[config.mk]
export PLATFORM = sky130hd
export DESIGN_NAME = apb_subsystem
export DESIGN_NICKNAME = d
export VERILOG_FILES = /design/src/apb_subsys_pkg.sv /design/src/apb_if.sv /design/src/ahb_to_apb_bridge.sv /design/src/apb_slave_mux.sv /design/src/apb_subsystem.sv /design/src/apb_timer.sv /design/src/irq_sync_bank.sv
export VERILOG_INCLUDE_DIRS = /design/src
export SDC_FILE = /design/constraint.sdc
export NUM_CORES = 1
export LEC_CHECK = 0
export ABC_AREA = 0
export BUFFER_PORTS_ARGS = -buffer_cell sky130_fd_sc_hd__buf_2
export CAP_MARGIN = 20
export CORE_ASPECT_RATIO = 0.9
export CORE_MARGIN = 2
export CORE_UTILIZATION = 40
export DETAILED_ROUTE_END_ITERATION = 7
export GPL_TIMING_DRIVEN = 0
export PLACE_DENSITY = 0.7
export SETUP_SLACK_MARGIN = 0.05
export SYNTH_ARGS = -nofsm -noshare
export SYNTH_HDL_FRONTEND = slang
export SYNTH_SLANG_ARGS = --single-unit
[constraint.sdc]
create_clock -name hclk -period 3.2 [get_ports hclk]
set_clock_uncertainty 0.05 [all_clocks]
set_input_delay 0.64 -clock hclk [delete_from_list [all_inputs] [get_ports hclk]]
set_output_delay 0.64 -clock hclk [all_outputs]
set_load 0.01 [all_outputs]
[src/apb_subsys_params.svh]
`ifndef APB_SUBSYS_PARAMS_SVH
`define APB_SUBSYS_PARAMS_SVH

// Bus widths
`define APB_ADDR_W      16
`define APB_DATA_W      32

// Slot decode and peripheral map
`define SLOT_MSB        15
`define SLOT_LSB        12
`define NUM_TIMERS      2
`define TIMER0_SLOT     0
`define TIMER1_SLOT     1

// Timer register word offsets, PADDR[3:2]
`define REG_CTRL        2'd0
`define REG_VALUE       2'd1
`define REG_RELOAD      2'd2
`define REG_INTSTAT     2'd3

`define CTRL_EN_BIT     0
`define CTRL_IRQEN_BIT  3

`define SYNC_STAGES     2

`endif

[src/apb_subsys_pkg.sv]
package apb_subsys_pkg;

  `include "apb_subsys_params.svh"

  // --------------------
  // Bus types
  typedef logic [`APB_ADDR_W-1:0]         addr_t;     // Byte address on AHB and APB
  typedef logic [`APB_DATA_W-1:0]         data_t;     // Read and write data
  typedef logic [`SLOT_MSB-`SLOT_LSB:0]   slot_t;     // Peripheral slot number
  typedef logic [1:0]                     reg_off_t;  // Word offset inside a slot
  typedef logic [1:0]                     htrans_t;   // IDLE/BUSY/NONSEQ/SEQ

  // One bit per timer
  typedef logic [`NUM_TIMERS-1:0]         irq_vec_t;

  // --------------------
  // Bridge FSM
  typedef enum logic [2:0] {
    IDLE,     // Waiting for an AHB address phase
    SETUP,    // APB setup, psel only
    ACCESS,   // APB access, wait for pready
    ERR1,     // First error cycle, hreadyout low
    ERR2      // Second error cycle, hreadyout high
  } bridge_state_t;

endpackage

[src/apb_if.sv]
`timescale 1ns/1ps

interface apb_if
  import apb_subsys_pkg::*;
();

  logic   psel;     // Slave select
  logic   penable;  // Access phase
  logic   pwrite;   // Write when high
  addr_t  paddr;    // Held stable through the transfer
  data_t  pwdata;   // Write data
  data_t  prdata;   // Read data from slave
  logic   pready;   // Slave ends the access
  logic   pslverr;  // Slave error, valid with pready

  // Bridge or mux output side
  modport master (
    output psel, penable, pwrite, paddr, pwdata,
    input  prdata, pready, pslverr
  );

  // Mux input side or timer
  modport slave (
    input  psel, penable, pwrite, paddr, pwdata,
    output prdata, pready, pslverr
  );

endinterface

[src/ahb_to_apb_bridge.sv]
`timescale 1ns/1ps

module ahb_to_apb_bridge
  import apb_subsys_pkg::*;
(
  input  logic     hclk,
  input  logic     rst_n,
  input  logic     hsel,        // Slave select from AHB decoder
  input  addr_t    haddr,
  input  htrans_t  htrans,
  input  logic     hwrite,
  input  data_t    hwdata,      // Valid in data phase
  input  logic     hready,      // Bus-wide ready
  output data_t    hrdata,
  output logic     hreadyout,
  output logic     hresp,       // OKAY=0, ERROR=1
  output logic     apb_active,  // High while a transfer is in flight
  apb_if.master    apb
);

  bridge_state_t state_q;
  bridge_state_t state_d;

  addr_t  addr_q;    // Latched address phase
  logic   write_q;
  data_t  wdata_q;   // Write data, taken in SETUP
  logic   accept;

  // NONSEQ or SEQ only, BUSY and IDLE are ignored
  assign accept = hsel & hready & htrans[1];

  // --------------------
  // State register
  always_ff @(posedge hclk or negedge rst_n)
  begin
    if (!rst_n)
      state_q <= IDLE;
    else
      state_q <= state_d;
  end

  always_comb
  begin
    state_d = state_q;
    case (state_q)
      IDLE:     if (accept) state_d = SETUP;    // No overlap with a pending transfer
      SETUP:    state_d = ACCESS;               // Always one cycle
      ACCESS:
      begin
        if (apb.pready)                         // Else hold, slave back-pressure
          state_d = apb.pslverr ? ERR1 : IDLE;
      end
      ERR1:     state_d = ERR2;
      ERR2:     state_d = IDLE;
      default:  state_d = IDLE;
    endcase
  end

  // --------------------
  // Payload capture
  always_ff @(posedge hclk)
  begin
    if (state_q == IDLE && accept)
    begin
      addr_q  <= haddr;                         // Address phase
      write_q <= hwrite;
    end
    if (state_q == SETUP)
      wdata_q <= hwdata;                        // First data-phase cycle
    if (state_q == ACCESS && apb.pready)
      hrdata  <= apb.prdata;                    // Read data back to AHB
  end

  // --------------------
  // APB side
  assign apb.psel    = (state_q == SETUP) || (state_q == ACCESS);
  assign apb.penable = (state_q == ACCESS);
  assign apb.pwrite  = write_q;
  assign apb.paddr   = addr_q;
  assign apb.pwdata  = (state_q == SETUP) ? hwdata : wdata_q;  // Same value, master holds hwdata

  // AHB response
  assign hreadyout  = (state_q == IDLE) || (state_q == ERR2);
  assign hresp      = (state_q == ERR1) || (state_q == ERR2); // Two-cycle error
  assign apb_active = (state_q != IDLE);

endmodule

[src/apb_slave_mux.sv]
`timescale 1ns/1ps

`include "apb_subsys_params.svh"

module apb_slave_mux
  import apb_subsys_pkg::*;
(
  apb_if.slave   bus,   // From bridge
  apb_if.master  t0,    // Timer 0
  apb_if.master  t1     // Timer 1
);

  slot_t slot;
  logic  hit0;
  logic  hit1;

  assign slot = bus.paddr[`SLOT_MSB:`SLOT_LSB];
  assign hit0 = (slot == slot_t'(`TIMER0_SLOT));
  assign hit1 = (slot == slot_t'(`TIMER1_SLOT));

  // --------------------
  // Forward path, only psel is gated
  assign t0.psel    = bus.psel & hit0;
  assign t0.penable = bus.penable;
  assign t0.pwrite  = bus.pwrite;
  assign t0.paddr   = bus.paddr;
  assign t0.pwdata  = bus.pwdata;

  assign t1.psel    = bus.psel & hit1;
  assign t1.penable = bus.penable;
  assign t1.pwrite  = bus.pwrite;
  assign t1.paddr   = bus.paddr;
  assign t1.pwdata  = bus.pwdata;

  // --------------------
  // Return path
  always_comb
  begin
    if (hit0)
    begin
      bus.prdata  = t0.prdata;
      bus.pready  = t0.pready;
      bus.pslverr = t0.pslverr;
    end
    else if (hit1)
    begin
      bus.prdata  = t1.prdata;
      bus.pready  = t1.pready;
      bus.pslverr = t1.pslverr;
    end
    else
    begin
      bus.prdata  = '0;    // Unmapped slot
      bus.pready  = 1'b1;  // Answer at once
      bus.pslverr = 1'b1;  // Turned into AHB ERROR by the bridge
    end
  end

endmodule

[src/apb_subsystem.sv]
`timescale 1ns/1ps

module apb_subsystem
  import apb_subsys_pkg::*;
(
  input  logic     hclk,
  input  logic     rst_n,
  input  logic     hsel,
  input  addr_t    haddr,
  input  htrans_t  htrans,
  input  logic     hwrite,
  input  data_t    hwdata,
  input  logic     hready,
  output data_t    hrdata,
  output logic     hreadyout,
  output logic     hresp,
  output logic     apb_active,
  output irq_vec_t irq         // Synchronized timer interrupts
);

  // --------------------
  // Internal buses
  apb_if bus_if ();            // Bridge to mux
  apb_if t0_if ();             // Mux to timer 0
  apb_if t1_if ();             // Mux to timer 1

  irq_vec_t timer_irq;         // Raw, before synchronizer

  ahb_to_apb_bridge u_bridge (
    .hclk       (hclk),
    .rst_n      (rst_n),
    .hsel       (hsel),
    .haddr      (haddr),
    .htrans     (htrans),
    .hwrite     (hwrite),
    .hwdata     (hwdata),
    .hready     (hready),
    .hrdata     (hrdata),
    .hreadyout  (hreadyout),
    .hresp      (hresp),
    .apb_active (apb_active),
    .apb        (bus_if.master)
  );

  apb_slave_mux u_mux (
    .bus (bus_if.slave),
    .t0  (t0_if.master),
    .t1  (t1_if.master)
  );

  // Slot 0
  apb_timer u_timer0 (
    .hclk  (hclk),
    .rst_n (rst_n),
    .apb   (t0_if.slave),
    .irq   (timer_irq[0])
  );

  // Slot 1
  apb_timer u_timer1 (
    .hclk  (hclk),
    .rst_n (rst_n),
    .apb   (t1_if.slave),
    .irq   (timer_irq[1])
  );

  irq_sync_bank u_irq_sync (
    .hclk    (hclk),
    .rst_n   (rst_n),
    .irq_in  (timer_irq),
    .irq_out (irq)
  );

endmodule

[src/apb_timer.sv]
`timescale 1ns/1ps

`include "apb_subsys_params.svh"

module apb_timer
  import apb_subsys_pkg::*;
(
  input  logic  hclk,
  input  logic  rst_n,
  apb_if.slave  apb,
  output logic  irq      // Level that follows INTSTAT
);

  logic [3:0] ctrl_q;    // [0] enable, [3] irq enable
  data_t      value_q;   // Current count
  data_t      reload_q;
  logic       intstat_q;

  reg_off_t   off;
  logic       in_range;  // Upper offset bits zero
  logic       wr_en;
  logic       tick_zero;

  assign off       = apb.paddr[3:2];
  assign in_range  = (apb.paddr[`SLOT_LSB-1:4] == '0);
  assign wr_en     = apb.psel & apb.penable & apb.pwrite & in_range;  // Access-cycle edge
  assign tick_zero = ctrl_q[`CTRL_EN_BIT] && (value_q == '0);

  // --------------------
  // Registers and counter
  always_ff @(posedge hclk or negedge rst_n)
  begin
    if (!rst_n)
    begin
      ctrl_q    <= '0;
      value_q   <= '0;
      reload_q  <= '0;
      intstat_q <= 1'b0;
    end
    else
    begin
      // Count down unless a software write below overrides
      if (tick_zero)
        value_q <= reload_q;                      // Wrap to reload
      else if (ctrl_q[`CTRL_EN_BIT])
        value_q <= value_q - data_t'(1);

      if (wr_en)
      begin
        case (off)
          `REG_CTRL:    ctrl_q   <= apb.pwdata[3:0];
          `REG_VALUE:   value_q  <= apb.pwdata;
          `REG_RELOAD:  reload_q <= apb.pwdata;
          `REG_INTSTAT: if (apb.pwdata[0]) intstat_q <= 1'b0;  // Write one to clear
          default:      ;
        endcase
      end

      // Set after clear so a same-cycle event is kept
      if (tick_zero && ctrl_q[`CTRL_IRQEN_BIT])
        intstat_q <= 1'b1;
    end
  end

  // --------------------
  // Read-back
  always_comb
  begin
    apb.prdata = '0;                              // Out-of-range offsets read zero
    if (in_range)
    begin
      case (off)
        `REG_CTRL:    apb.prdata = data_t'(ctrl_q);
        `REG_VALUE:   apb.prdata = value_q;
        `REG_RELOAD:  apb.prdata = reload_q;
        `REG_INTSTAT: apb.prdata = data_t'(intstat_q);
        default:      apb.prdata = '0;
      endcase
    end
  end

  assign apb.pready  = 1'b1;   // Zero wait states
  assign apb.pslverr = 1'b0;
  assign irq         = intstat_q;

endmodule

[src/irq_sync_bank.sv]
`timescale 1ns/1ps

`include "apb_subsys_params.svh"

module irq_sync_bank
  import apb_subsys_pkg::*;
#(
  parameter int WIDTH = `NUM_TIMERS   // Bits in irq_vec_t
) (
  input  logic      hclk,
  input  logic      rst_n,
  input  irq_vec_t  irq_in,    // From peripherals
  output irq_vec_t  irq_out    // Bus clock domain
);

  for (genvar i = 0; i < WIDTH; i++)
  begin : g_sync
    logic [`SYNC_STAGES-1:0] chain_q;   // Stage 0 samples the input

    always_ff @(posedge hclk or negedge rst_n)
    begin
      if (!rst_n)
        chain_q <= '0;
      else
        chain_q <= {chain_q[`SYNC_STAGES-2:0], irq_in[i]};
    end

    assign irq_out[i] = chain_q[`SYNC_STAGES-1];  // SYNC_STAGES cycles late
  end

endmodule

==> impl_results.md, run 1 <==
- Status: completed
- Vias in the first global route: 8,619
- Worst-skew pair later-pin latency: 0.53 ns
- Rows: 56
- Setup crit start kind: register
- Min Clock Period, post-route: 3.08 ns
- Comb power frac: 0.210
- Global-route wire length before repair: 50.9 mm
- Total CTS buffers: 24
- Switch Pwr: 2.52 mW
- Setup Total Neg Slack: 0 ns
- PortBufs: 88
- Crit-path max cell delay: 0.79 ns
- Hold Path Class: in -> async
- CTS H-Tree Depth: 1
- DRC viols: 0
- Fill count: 2,347
- Sw Share: 0.314
- Fin crit share: 0.961
- Setup ws final: 0.125 ns
- Pre-CTS setup slack: -0.441 ns
- Post-synth EDFFs: 47
- CTS Buffer Depth: 3
- Int Power: 5.52 mW
- DR iter-0 viols: 1,160
- Clk pwr share: 0.356
- LEAKAGE: 4.60 nW
- Via Count: 9,088
- Die footprint: 27,700 um2
- Post-synthesis sequential element count: 224
- Post-Layout Cell Count: 1,512
- Synth warnings: 0
- Power per cell area: 648 nW/um2
- Worst-path clk slew: 0.07 ns
- Antenna Nets Post-Route: 0
- Syn Area/Cell: 10.3 um2
- Req. time, crit path: 3.52 ns
- Setup violations, final: 0
- Root Buffer: clkbuf_16
- Initial Util: 0.405
- Worst Path Max Fanout: 10
- Synth top area share: 0.344
- Synthesized Nets: 1,082
- Max Fclk: 0.325 GHz
- Post-synth ARST share: 0.647
- WP buf/inv: 3
- Total wire length: 33.5 mm
- Hpwl dp: 23.6 mm
- Placer Congestion: 0.941
- Cell count after synthesis: 1,025
- CP endpoint kind: register
- Final Hold Fails: 0
- Power share of the sequential group: 0.433
- Final Max Slew Viols: 0
- GR Util met3: 0.0605
- Final instance area: 12,400 um2
- GR Layer Usage met2: 0.361
- Crit path max-delay family: buffers and inverters
- Post-synth top area cell: dfrtp_1
- Slew margin rel.: 0.295
- GR Overflow Total: 0
- Crit-path cells: nor3b_1 -> clkbuf_1 -> buf_1 -> mux2i_1 -> inv_1 -> nor2_1 -> a31oi_1
- # diodes: 0
- Multi-input logic area: 4480 um2
- Unrepaired setup endpoints after global routing: false
- Worst path arrival time: 3.40 ns
- Initial antenna violation count: 0
- CTS sink count: 224
- Synth Flop Type: dfrtp_1
- Die Span Y: 158 um
- Met1 global-route usage: 0.332
- Worst slew pin tran: 1.06 ns
- Drt via density: 6.01
- Seq/Total Area, Yosys: 0.539
- Area contributors post-synth: dfrtp_1 34%, edfxtp_1 13%, dfxtp_1 6.1%, mux2i_1 4.4%, a22oi_1 4.1%
- Post-Place Cell Area: 11,500 um2
- Wire per inst: 22.2 um
- Core Util, Final: 0.478
- CP max-delay cell: buf_1
- Core ar.: 26,000 um2
- Setup Crit Path Kind: reg -> reg
- Share of layout cells above drive strength 1: 0.163
- Max-cap violations: 0
- CTS tree: built
- Drt first pass iters: 6
- Busiest grt layer: met2
- Ports: 92
- Area Growth Syn to Fin: 17.8%
- Register area: 5680 um2
- Peak VDD IR: 0.312 mV
- Yosys cell types: 64
- DP Cell Count: 1,464
- Global Route Usage Sum: 0.240
- Pin count of the biggest net entering global routing: 94
- Netlist Area Pre-Place: 10,500 um2
- Layout Nets: 1,203
- Chip width: 175 um
-- layout by cell type (no fill, tap or decap), types with 5 or more instances in the layout --
master / count
nor2_1: 102
nand2b_1: 6
o31ai_1: 8
dfxtp_1: 32
buf_1: 7
xnor2_1: 26
a31oi_1: 12
dfrtp_1: 145
nand2_1: 37
nor4_2: 7
a21oi_1: 71
buf_4: 7
mux2i_1: 46
edfxtp_1: 47
a221oi_1: 5
inv_1: 39
o31a_1: 7
mux2_2: 16
o21ai_0: 47
nand3_1: 11
nand4_1: 9
clkbuf_16: 25
clkbuf_1: 62
xor2_1: 7
nor3_1: 42
buf_2: 93
o211ai_1: 12
or3_1: 11
o22ai_1: 57
or4_1: 10
a22oi_1: 57
nor4_1: 17
-- final timing paths --
check | from | to | slack [ns] | cells past startpoint
worst max-delay path | u_bridge.state_q[0]$_DFFE_PN0P_ | u_timer0.value_q[26]$_DFF_PN0_ | 0.12 | 7
worst min-delay path | rst_n | u_timer1.reload_q[25]$_DFFE_PN0P_ | 0.01 | 1
worst max register to register | u_bridge.state_q[0]$_DFFE_PN0P_ | u_timer0.value_q[26]$_DFF_PN0_ | 0.12 | 7
worst min register to register | u_irq_sync.g_sync[0].chain_q[0]$_DFF_PN0_ | u_irq_sync.g_sync[0].chain_q[1]$_DFF_PN0_ | 0.30 | 0
max in group asynchronous | rst_n | u_timer1.value_q[16]$_DFF_PN0_ | 2.18 | 2
min in group hclk | haddr[15] | u_bridge.apb.paddr[15]$_DFFE_PP_ | 0.24 | 1
-- cells by family (layout without fill, tap and decap cells) --
| logic type | after synthesis | after routing | share of synthesized area |
|---|---|---|---|
| compound gates | 297 | 297 | 0.178 |
| simple gates | 289 | 289 | 0.144 |
| flops | 224 | 224 | 0.539 |
| buf+inv | 116 | 255 | 0.0442 |
| mux | 64 | 64 | 0.0651 |
| xor+xnor | 33 | 33 | 0.0274 |
| fa+ha+maj | 2 | 2 | 0.00237 |
-- flip-flops by register name, indices dropped and copies added (netlist names) --
register                   cells
u_timer1.value_q              32
u_bridge.apb.paddr            14
u_timer1.ctrl_q                4
u_timer1.reload_q             32
u_timer1.irq                   1
u_irq_sync.g_sync.chain_q      4
u_bridge.wdata_q              32
u_timer0.irq                   1
u_bridge.state_q               3
u_timer0.value_q              32
u_timer0.ctrl_q                4
u_bridge.apb.pwrite            1
u_bridge.hrdata               32
u_timer0.reload_q             32
-- stage by stage --
step / hold slack, ns / power [mW]
4_1_cts: 0.0319 / 8.05
3_3_place_gp: 0.285 / 5.13
2_1_floorplan: 0.281 / 4.41
3_5_place_dp: 0.286 / 5.19
5_1_grt: 0.0627 / 8.33
6_report: 0.0148 / 8.04
-- metal layers --
| layer | vias up | routed length [um] |
|---|---|---|
| li1 | 4063 | - |
| met1 | 4385 | 13500 |
| met2 | 552 | 14800 |
| met3 | 88 | 3920 |
| met4 | 0 | 1340 |
| met5 | - | 0 |
-- power by group through the flow --
stage | sequential (mW) | clock [mW] | combinational, mW
6_report | 3.48 | 2.87 | 1.69
2_1_floorplan | 3.58 | 0 | 0.829
3_3_place_gp | 3.54 | 0 | 1.60
4_1_cts | 3.49 | 2.89 | 1.67
3_5_place_dp | 3.54 | 0 | 1.66
5_1_grt | 3.52 | 3.01 | 1.81
-- final cells by class --
class                      instances  share of cell area
clock buffer                      31              0.0546
sequential                       224               0.457
tap                              348              0.0351
inverter                          39              0.0118
clock inverter                    13              0.0111
multi-input combinational        685               0.361
timing repair buffer              95              0.0433
buffer                            77              0.0257
-- synthesized netlist by cell type (all sizes together), types with 5 or more instances --
cell    number
dfrtp      145
nor2       104
a21oi       71
clkbuf      59
a22oi       57
o22ai       57
o21ai       49
edfxtp      47
mux2i       46
nor3        43
inv         39
nand2       37
dfxtp       32
xnor2       26
nor4        25
buf         18
mux2        16
a31oi       12
nand3       12
o211ai      12
or3         11
or4         11
nand4       10
o31ai        8
o31a         7
xor2         7
nand2b       6
a221oi       5
or2          5
-- repair_timing --
action,in CTS,in global routing
hold endpoints to repair,0,0
pin swaps,2,0
setup buffers,3,0
hold buffers,0,0
cloned,0,0
gates resized for setup,7,6
setup endpoints to repair,89,93
No activity file was read; power rests on OpenSTA's default activity.
==> inputs of run 2 (changes only) <==
--- a/config.mk
+++ b/config.mk
@@ -15,7 +15,8 @@
 export DETAILED_ROUTE_END_ITERATION = 7
 export GPL_TIMING_DRIVEN = 0
 export PLACE_DENSITY = 0.7
-export SETUP_SLACK_MARGIN = 0.05
+export SETUP_SLACK_MARGIN = 0.2
+export SKIP_CTS_REPAIR_TIMING = 1
 export SYNTH_ARGS = -nofsm -noshare
 export SYNTH_HDL_FRONTEND = slang
 export SYNTH_SLANG_ARGS = --single-unit
==> run 2 against run 1 <==
Compared with the run above: clock-buffer cell count stayed put; die area did not move; flip-flop and latch count did not move; final cell count is 0.33% higher; worst setup slack gained 0.19 ns; sequential share of layout area shrank 0.19 points.
==> impl_results.md, run 2 (synthesized netlist as in run 1, its figures left out) <==
- CTS tree: built
- Status: completed
- Final Max Slew Viols: 0 (unchanged)
- Worst Path Max Fanout: 10 (unchanged)
- Area Growth Syn to Fin: 18.3%
- Setup ws final: 0.317 ns (+0.193 ns)
- Antenna Nets Post-Route: 0 (unchanged)
- Global Route Usage Sum: 0.239 (-0.00112)
- Peak VDD IR: 0.316 mV (+1.1%)
- CTS sink count: 224 (unchanged)
- LEAKAGE: 4.63 nW (+0.63%)
- Vias in the first global route: 8,622 (+0.035%)
- Die Span Y: 158 um (unchanged)
- Fill count: 2,336 (-0.47%)
- Max-cap violations: 0 (unchanged)
- Drt via density: 6.00 (-0.21%)
- Final Hold Fails: 0 (unchanged)
- Initial Util: 0.405 (unchanged)
- DR iter-0 viols: 1,129 (-2.7%)
- DRC viols: 0 (unchanged)
- DP Cell Count: 1,464 (unchanged)
- # diodes: 0 (unchanged)
- Pre-CTS setup slack: -0.441 ns (unchanged)
- Setup Crit Path Kind: reg -> reg
- Via Count: 9,099 (+0.12%)
- Total wire length: 33.4 mm (-0.24%)
- Total CTS buffers: 24 (unchanged)
- Req. time, crit path: 3.54 ns (+0.02 ns)
- Worst path arrival time: 3.22 ns (-0.18 ns)
- CP endpoint kind: register
- Pin count of the biggest net entering global routing: 94 (unchanged)
- CTS H-Tree Depth: 1 (unchanged)
- Post-Layout Cell Count: 1,517 (+0.33%)
- CTS Buffer Depth: 3 (unchanged)
- Wire per inst: 22.0 um (-0.57%)
- Slew margin rel.: 0.365 (+0.0700)
- Post-Place Cell Area: 11,500 um2 (unchanged)
- GR Overflow Total: 0 (unchanged)
- Min Clock Period, post-route: 2.88 ns (-0.193 ns)
- Core ar.: 26,000 um2 (unchanged)
- Leading cell type in the layout, fill and taps excluded: dfrtp_1
- FF-to-FF path depth: 7 (unchanged)
- Hpwl dp: 23.6 mm (unchanged)
- Worst-skew pair later-pin latency: 0.53 ns (about the same)
- Placer Congestion: 0.941 (unchanged)
- Global-route wire length before repair: 50.7 mm (-0.26%)
- Max Fclk: 0.347 GHz (+6.7%)
- Layout Nets: 1,208 (+0.42%)
- Worst slew pin tran: 0.952 ns (-0.106 ns)
- Hold Path Class: in -> async
- Initial antenna violation count: 0 (unchanged)
- Power per cell area: 646 nW/um2 (-0.20%)
- Worst-path clk slew: 0.06 ns (about the same)
- Most frequent cells in the layout: 145 x dfrtp_1, 101 x nor2_1, 93 x buf_2
- Unrepaired setup endpoints after global routing: false
- Final instance area: 12,500 um2 (+0.41%)
- Setup violations, final: 0 (unchanged)
- Setup crit start kind: register
- Root Buffer: clkbuf_16
- Worst Hold Slack: 0.000725 ns (-0.0141 ns)
- Rows: 56 (unchanged)
- Fin crit share: 0.901 (-0.0602)
- Chip width: 175 um (unchanged)
- Ports: 92 (unchanged)
- Share of layout cells above drive strength 1: 0.175 (+0.0113)
- PortBufs: 88 (unchanged)
- Die footprint: 27,700 um2 (unchanged)
- Drt first pass iters: 6 (unchanged)
- Setup Total Neg Slack: 0 ns (unchanged)
## run 2: path summary, 6_finish.rpt
| check | from | to | slack [ns] |
|---|---|---|---|
| min | rst_n | u_timer1.reload_q[25]$_DFFE_PN0P_ | 0.0007 |
| max in group asynchronous | rst_n | u_timer0.ctrl_q[1]$_DFFE_PN0P_ | 2.24 |
| max reg2reg | u_timer1.value_q[22]$_DFF_PN0_ | u_timer1.value_q[18]$_DFF_PN0_ | 0.32 |
| min reg2reg | u_irq_sync.g_sync[0].chain_q[0]$_DFF_PN0_ | u_irq_sync.g_sync[0].chain_q[1]$_DFF_PN0_ | 0.30 |
| max | u_timer1.value_q[22]$_DFF_PN0_ | u_timer1.value_q[18]$_DFF_PN0_ | 0.32 |
| min in group hclk | haddr[10] | u_bridge.apb.paddr[10]$_DFFE_PP_ | 0.24 |
## run 2: stage by stage
stage / utilization / total power, mW
5_1_grt: 0.480 / 8.34
3_3_place_gp: 0.439 / 5.13
2_1_floorplan: - / 4.41
4_1_cts: 0.473 / 8.04
3_5_place_dp: 0.442 / 5.19
6_report: 0.480 / 8.06
## run 2: layer usage
layer  vias to the layer above  part of all wire  global-route usage  wire length [um]
met5                         -                 0                   0                 0
met4                         0             0.040              0.0964              1340
met3                        94              0.11              0.0668              3820
met2                       528              0.44               0.358             14700
met1                      4405              0.41               0.327             13600
li1                       4072                 -                   -                 -
## run 2: area by class of cell
type	count	area, um2	area share
Multi-Input combinational cell	685	4490	0.360
Tap cell	348	435	0.0349
Inverter	39	146	0.0117
Clock buffer	31	678	0.0544
Timing Repair Buffer	100	576	0.0462
Sequential cell	224	5680	0.456
Clock inverter	13	138	0.0110
Buffer	77	327	0.0262
## run 2: worst max-delay path, stage by stage (launching register included)
cell and delay (ns):
dfrtp_1 0.42, or4_1 0.52, buf_2 0.18, nor4_2 0.50
nand3_1 0.34, clkbuf_2 0.37, o21ai_0 0.25, o22ai_1 0.10
## run 2: report_power, final
part / switching, mW / internal, mW / total [mW]
Clock: 1.20 / 1.67 / 2.87
Sequential: 0.138 / 3.35 / 3.49
Combinational: 1.20 / 0.500 / 1.70
